[src/rrag_mem_defs.svh]
`ifndef RRAG_MEM_DEFS_SVH
`define RRAG_MEM_DEFS_SVH

// data and address width.
`define RM_XLEN 32

// general register file.
`define RM_NREGS 8
`define RM_RIDX_W 3

// segment base registers.
`define RM_NSEGS 4
`define RM_SIDX_W 2

// data memory, 32-bit words.
`define RM_MEM_WORDS 256
`define RM_MEM_AW 8

// byte lanes per word.
`define RM_LANES 4

`endif

[src/rrag_mem_pkg.sv]
package rrag_mem_pkg;

    // memory operation carried down the pipe.
    typedef enum logic [1:0] {
        op_lea   = 2'b00,
        op_load  = 2'b01,
        op_store = 2'b10
    } mem_op_e;

    // operand size, 1, 2 or 4 bytes.
    typedef enum logic [1:0] {
        size_byte  = 2'b00,
        size_word  = 2'b01,
        size_dword = 2'b10
    } opsize_e;

    // memory stage sequencing.
    typedef enum logic {
        st_access = 1'b0,
        st_second = 1'b1
    } mem_state_e;

    // offset of the operand's last byte from its first.
    function automatic logic [1:0] last_byte_off(opsize_e size);
        logic [1:0] off;
        case (size)
            size_byte:  off = 2'd0;
            size_word:  off = 2'd1;
            default:    off = 2'd3;
        endcase
        return off;
    endfunction

endpackage

[src/reg_file.sv]
`include "rrag_mem_defs.svh"

module reg_file (
    input  logic                  clk,
    input  logic                  arst_n,

    // general register reads.
    input  logic [`RM_RIDX_W-1:0] rd_a_idx,
    input  logic [`RM_RIDX_W-1:0] rd_b_idx,
    input  logic [`RM_RIDX_W-1:0] rd_c_idx,
    output logic [`RM_XLEN-1:0]   rd_a,
    output logic [`RM_XLEN-1:0]   rd_b,
    output logic [`RM_XLEN-1:0]   rd_c,

    // writeback from outside the slice.
    input  logic                  wb_en,
    input  logic [`RM_RIDX_W-1:0] wb_idx,
    input  logic [`RM_XLEN-1:0]   wb_data,
    input  logic                  seg_wr_en,
    input  logic [`RM_SIDX_W-1:0] seg_wr_idx,
    input  logic [`RM_XLEN-1:0]   seg_wr_data,

    // segment base read.
    input  logic [`RM_SIDX_W-1:0] seg_sel,
    output logic [`RM_XLEN-1:0]   seg_base
);

    logic [`RM_XLEN-1:0] gpr [0:`RM_NREGS-1];
    logic [`RM_XLEN-1:0] seg [0:`RM_NSEGS-1];

    always_ff @(posedge clk or negedge arst_n) begin
        if (!arst_n) begin
            for (int i = 0; i < `RM_NREGS; i++) begin
                gpr[i] <= '0;
            end
        end else if (wb_en) begin
            gpr[wb_idx] <= wb_data;
        end
    end

    always_ff @(posedge clk or negedge arst_n) begin
        if (!arst_n) begin
            for (int i = 0; i < `RM_NSEGS; i++) begin
                seg[i] <= '0;
            end
        end else if (seg_wr_en) begin
            seg[seg_wr_idx] <= seg_wr_data;
        end
    end

    // reads are combinational, a write shows up after its edge.
    assign rd_a     = gpr[rd_a_idx];
    assign rd_b     = gpr[rd_b_idx];
    assign rd_c     = gpr[rd_c_idx];
    assign seg_base = seg[seg_sel];

endmodule

[src/addr_gen.sv]
`include "rrag_mem_defs.svh"

module addr_gen (
    input  logic [`RM_XLEN-1:0]  seg_base,
    input  logic [`RM_XLEN-1:0]  base,
    input  logic [`RM_XLEN-1:0]  index,
    input  logic [1:0]           scale,
    input  logic [`RM_XLEN-1:0]  disp,
    input  rrag_mem_pkg::opsize_e size,
    output logic [`RM_XLEN-1:0]  lin_addr,
    output logic [`RM_XLEN-1:0]  end_addr
);

    logic [`RM_XLEN-1:0] scaled_index;
    logic [`RM_XLEN-1:0] eff_addr;
    logic [1:0]          last_off;

    // index times 1, 2, 4 or 8.
    always_comb begin
        case (scale)
            2'd0:    scaled_index = index;
            2'd1:    scaled_index = {index[`RM_XLEN-2:0], 1'b0};
            2'd2:    scaled_index = {index[`RM_XLEN-3:0], 2'b00};
            default: scaled_index = {index[`RM_XLEN-4:0], 3'b000};
        endcase
    end

    // effective address within the segment.
    assign eff_addr = base + scaled_index + disp;

    // all sums wrap modulo 2^32.
    assign lin_addr = seg_base + eff_addr;

    assign last_off = rrag_mem_pkg::last_byte_off(size);
    assign end_addr = lin_addr + {{(`RM_XLEN-2){1'b0}}, last_off};

endmodule

[src/rrag_stage.sv]
`include "rrag_mem_defs.svh"

module rrag_stage (
    input  logic                   clk,
    input  logic                   arst_n,

    input  logic                   in_valid,
    input  rrag_mem_pkg::mem_op_e  in_op,
    input  rrag_mem_pkg::opsize_e  in_size,
    input  logic [`RM_RIDX_W-1:0]  base_idx,
    input  logic [`RM_RIDX_W-1:0]  index_idx,
    input  logic [1:0]             scale,
    input  logic [`RM_XLEN-1:0]    disp,
    input  logic [`RM_SIDX_W-1:0]  seg_sel,
    input  logic [`RM_RIDX_W-1:0]  data_idx,
    input  logic [`RM_RIDX_W-1:0]  dest_idx,
    input  logic [`RM_XLEN-1:0]    eip,

    input  logic                   wb_en,
    input  logic [`RM_RIDX_W-1:0]  wb_idx,
    input  logic [`RM_XLEN-1:0]    wb_data,
    input  logic                   seg_wr_en,
    input  logic [`RM_SIDX_W-1:0]  seg_wr_idx,
    input  logic [`RM_XLEN-1:0]    seg_wr_data,

    output logic                   valid_out,
    output rrag_mem_pkg::mem_op_e  op_out,
    output rrag_mem_pkg::opsize_e  size_out,
    output logic [`RM_XLEN-1:0]    addr_out,
    output logic [`RM_XLEN-1:0]    end_addr_out,
    output logic [`RM_XLEN-1:0]    store_data_out,
    output logic [`RM_RIDX_W-1:0]  dest_out,
    output logic [`RM_XLEN-1:0]    eip_out
);

    logic [`RM_XLEN-1:0] base_val;
    logic [`RM_XLEN-1:0] index_val;
    logic [`RM_XLEN-1:0] data_val;
    logic [`RM_XLEN-1:0] seg_base;

    reg_file u_reg_file (
        .clk(clk), .arst_n(arst_n),
        .rd_a_idx(base_idx), .rd_b_idx(index_idx), .rd_c_idx(data_idx),
        .rd_a(base_val), .rd_b(index_val), .rd_c(data_val),
        .wb_en(wb_en), .wb_idx(wb_idx), .wb_data(wb_data),
        .seg_wr_en(seg_wr_en), .seg_wr_idx(seg_wr_idx), .seg_wr_data(seg_wr_data),
        .seg_sel(seg_sel), .seg_base(seg_base)
    );

    addr_gen u_addr_gen (
        .seg_base(seg_base), .base(base_val), .index(index_val),
        .scale(scale), .disp(disp), .size(in_size),
        .lin_addr(addr_out), .end_addr(end_addr_out)
    );

    assign valid_out = in_valid;
    assign op_out    = in_op;
    assign size_out  = in_size;
    assign dest_out  = dest_idx;
    assign eip_out   = eip;

    // only stores carry register data down.
    assign store_data_out = (in_op == rrag_mem_pkg::op_store) ? data_val : '0;

endmodule

[config.mk]
export PLATFORM = sky130hd
export DESIGN_NAME = rrag_stage
export DESIGN_NICKNAME = d
export VERILOG_FILES = /design/src/rrag_mem_pkg.sv /design/src/reg_file.sv /design/src/addr_gen.sv /design/src/rrag_stage.sv
export VERILOG_INCLUDE_DIRS = /design/src
export SDC_FILE = /design/constraint.sdc
export NUM_CORES = 1
export LEC_CHECK = 0
export ABC_AREA = 1
export CAP_MARGIN = 20
export CELL_PAD_IN_SITES_DETAIL_PLACEMENT = 1
export CELL_PAD_IN_SITES_GLOBAL_PLACEMENT = 1
export CORE_MARGIN = 2
export CORE_UTILIZATION = 47
export CTS_BUF_LIST = sky130_fd_sc_hd__clkbuf_8
export DETAILED_ROUTE_END_ITERATION = 6
export DONT_BUFFER_PORTS = 1
export GPL_TIMING_DRIVEN = 0
export PLACE_DENSITY = 0.77
export SLEW_MARGIN = 10
export SYNTH_ARGS = -nofsm -noshare
export SYNTH_HDL_FRONTEND = slang
export SYNTH_SLANG_ARGS = --single-unit
[constraint.sdc]
create_clock -name clk -period 18.7 [get_ports clk]
set_input_delay 3.74 -clock clk [delete_from_list [all_inputs] [get_ports clk]]
set_output_delay 3.74 -clock clk [all_outputs]
set_load 0.02 [all_outputs]
==> metrics.cfg <==
[outcome]
result_of_the_run=finished, violations left
violations=design-rule violations, max-slew violations

[cells_and_area]
synthToLayoutAreaGrowth_pct=9.21
seq_area_um2=9610
post_route_cells_drive_above_1_share_pct=5.49
multi_input_comb_area_um2=14500
total_of_fill_cells_in_the_finished_design=7680
layout.nets=4283
finish.cell_count_without_fillers=4851

[yosys]
synth_edf_count=0
post_synth.cell_area_avg_um2=6.90
post_synth_num_cell_types=41
synthArstFlopShare_pct=100
ys_dominant_reg_cell=sky130_fd_sc_hd__dfrtp_1
ys_seq_elements=384
post_synth_instance_area_um2=27300
netlist_instances=3951
seq_area_frac_synth_pct=35.3
synth_nets=4205
synth-warning-count=0

[setup_path]
cell_class_contributing_the_biggest_share_of_worst_path_delay=buffers and inverters
ff2ff_setup_slack_ns=17.76
r2r-end=u_reg_file.gpr[2]
critical_path_buf_inv_count=7
setup.worst_path.end_class=output port
cpMaxStageDelayCell=sky130_fd_sc_hd__clkbuf_1
crit_top_cell=sky130_fd_sc_hd__inv_1
timing.critical_path.fanout_max=10
timing.rr.start=u_reg_file.gpr[2]
critical_path.cell_chain=clkbuf_1 > inv_1 > clkbuf_1 > clkbuf_1 > a221oi_1 > a31oi_1 > fa_1 > fa_1 > inv_1 > ha_1 > inv_1 > fa_1 > inv_1 > nand3_1 > nand3_2 > nand2_1 > nand2_1 > nand2_1 > nand2_2 > nand2_4 > nor2_1 > nand3_1 > nor2_2 > xor2_1
cp.required_ns=14.96
crit_type=in2out
timing.critical_path.arrival_ns=10.63
start_kind=primary input
critical_path.max_stage_delay_ns=0.83
worst-r2r-cell-count=2

[sta]
max_slew.worst_pin.slew_ns=1.74
finalHoldViolCount=0
fin_crit_sh_pct=76.8
finalCriticalPeriod_ns=14.37
skew_ns=0
count_of_final_setup_violators=0
grt_setup_unrepaired=no
worst_slew_margin_rel_pct=-16.0
slew_viol_final=114
setup_tns_ns=0
max_freq_ghz=0.0696

[placed_design]
dpl.cell_count=4717
place.gp.congestion=1.04
io_buffer_count=0
detailedPlacementHpwl_um=108000

[routing]
post_drt_via_cell_ratio=6.44
postRouteWirelength_um=145000
detailroute.wirelength.met2_um=64000
drt_pre_antenna_iters=7
routed-wl-met3_um=16500
routed_wire_per_std_cell_um=29.9
drc=3
met1Wirelength_um=51700
maxUsedRoutingLayer=met5
vias=31200
drt.antenna.violating_nets=0
detail_route.iter0.violations=3764

[power_and_ir_drop]
power.total_uw=4430
cell_area_power_density_nw_per_um2=149
ir_worst_vdd_mv=0.168
total_leakage_power_uw=0.0143

[clock_tree]
cts_tree=done
clock_latency_ns=0.72
cts-root-to-sink-buffers=3
clk_transition_reported_paths_ns=0.06
post-cts-setup-buffers=0
cts_made_buffers=71
cts-resized-gates=0
clock_tree.root_cell=sky130_fd_sc_hd__clkbuf_8
cts_hold_buf=0
clock_tree.htree_level_count=3
clkSinkCount=384

[floorplan]
chipWidth_um=245
ios=294
fp.dieH_um=245
dieArea_um2=59900
initial_utilization_pct=47.4
placementRows=88
core_region_area_um2=57500

[grt]
grt_overall_usage_pct=48.1
grt_start_max_net_pins=385
wire_length_of_the_first_global_routing_pass_um=211000
grt_overflow=0
via_count_of_the_first_global_routing_pass=32700
antenna_found_initial=5

[worst_hold_path]
whs_path_depth=2
worstHoldPathType=reg2reg
hold_path.startpoint=u_reg_file.gpr[73]
whs_endpoint=u_reg_file.gpr[73]

[flow_run]
cap_viol_max_count=0

cells in the mapped netlist, drive strengths merged, types with 21 or more instances:
cell	n	area, um^2
a32o	28	280
o211ai	103	773
o21ai	779	3900
nor2	191	796
buf	79	468
o22ai	25	156
nand3	145	766
clkbuf	207	777
nand4	21	131
inv	505	1900
fa	63	1260
nand2	999	3800
ha	33	413
dfrtp	384	9610
a21oi	269	1350
a31oi	67	419
metrics by stage:
step	util [%]	worst slack (ns)	instance area [um^2]	hold WS, ns
2_1_floorplan	-	6.68	27300	0.448
3_3_place_gp	49.1	4.88	28200	0.464
3_5_place_dp	49.1	4.69	28200	0.471
4_1_cts	51.7	4.66	29700	0.485
5_1_grt	51.8	4.29	29800	0.512
6_report	51.8	4.33	29800	0.487
cell families (layout without fill, tap and decap cells):
kind of cell | Yosys count | in the layout | share of synthesized area, %
AND/OR/NAND/NOR | 1370 | 1370 | 20.5
AO/OA/AOI/OAI | 1282 | 1282 | 25.6
buffers and inverters | 795 | 925 | 11.6
flip-flops | 384 | 384 | 35.3
adder cells (fa/ha/maj) | 96 | 96 | 6.14
XOR/XNOR | 24 | 24 | 0.964
other | 0 | 5 | 0
layer usage:
layer	track usage, %	up-vias
li1	-	13100
met1	55.0	15300
met2	74.6	2102
met3	15.4	713
met4	37.1	4
met5	1.39	-
layout by cell type, fill, tap and decap left out, types with 4 or more instances in the layout:
master                     count
sky130_fd_sc_hd__fa_1         63
sky130_fd_sc_hd__buf_1        22
sky130_fd_sc_hd__clkinv_2      6
sky130_fd_sc_hd__o211ai_1    103
sky130_fd_sc_hd__nand4_1      21
sky130_fd_sc_hd__nor2_2       19
sky130_fd_sc_hd__dfrtp_1     384
sky130_fd_sc_hd__diode_2       5
sky130_fd_sc_hd__clkbuf_8     88
sky130_fd_sc_hd__a221oi_1      5
sky130_fd_sc_hd__o21ai_0     778
sky130_fd_sc_hd__and2_1        4
sky130_fd_sc_hd__inv_1       518
sky130_fd_sc_hd__a31oi_1      67
sky130_fd_sc_hd__nand3b_1      5
sky130_fd_sc_hd__xnor2_1       6
sky130_fd_sc_hd__buf_6         4
sky130_fd_sc_hd__ha_1         33
sky130_fd_sc_hd__nand2_1     983
sky130_fd_sc_hd__a21oi_1     269
sky130_fd_sc_hd__o22ai_1      25
sky130_fd_sc_hd__a32o_1       28
sky130_fd_sc_hd__inv_2         8
sky130_fd_sc_hd__nor2_1      169
sky130_fd_sc_hd__buf_2        17
sky130_fd_sc_hd__xor2_1       14
sky130_fd_sc_hd__clkbuf_1    207
sky130_fd_sc_hd__nand2_2      14
sky130_fd_sc_hd__clkinv_1      4
sky130_fd_sc_hd__buf_4        40
sky130_fd_sc_hd__nand3_1     140
sequential cells by signal, indices dropped and copies added, names as in the netlist:
| signal | count |
|---|---|
| u_reg_file.seg | 128 |
| u_reg_file.gpr | 256 |
where the power goes:
| group | switching (uW) | internal [uW] |
|---|---|---|
| clock network | 415 | 459 |
| registers | 146 | 981 |
| logic | 1820 | 613 |
layout make-up:
| type | instances | share of cell area, % |
|---|---|---|
| plain buffers | 286 | 4.18 |
| inverters | 509 | 6.42 |
| clock buffers | 88 | 4.07 |
| well taps | 765 | 3.22 |
| diodes | 5 | 0.0420 |
| repair buffers | 5 | 0.177 |
| flip-flops and latches | 384 | 32.3 |
| clock inverters | 37 | 0.916 |
| multi-input cells | 2772 | 48.7 |
how the worst max path moves through the flow:
stage                start               end  slack (ns)  cells past startpoint
2_1_floorplan  base_idx[0]  end_addr_out[19]        6.68                     24
3_3_place_gp   base_idx[1]  end_addr_out[19]        4.88                     24
3_5_place_dp   base_idx[1]  end_addr_out[21]        4.69                     25
4_1_cts        base_idx[1]  end_addr_out[21]        4.66                     25
5_1_grt        base_idx[1]  end_addr_out[10]        4.29                     26
6_report       base_idx[1]  end_addr_out[15]        4.33                     24
worst reg2reg max path: stages, from the launching register on:
cell and delay (ns):
sky130_fd_sc_hd__dfrtp_1 0.36, sky130_fd_sc_hd__inv_1 0.09, sky130_fd_sc_hd__o21ai_0 0.35
Note: power is estimated with default switching activity, not from simulation.
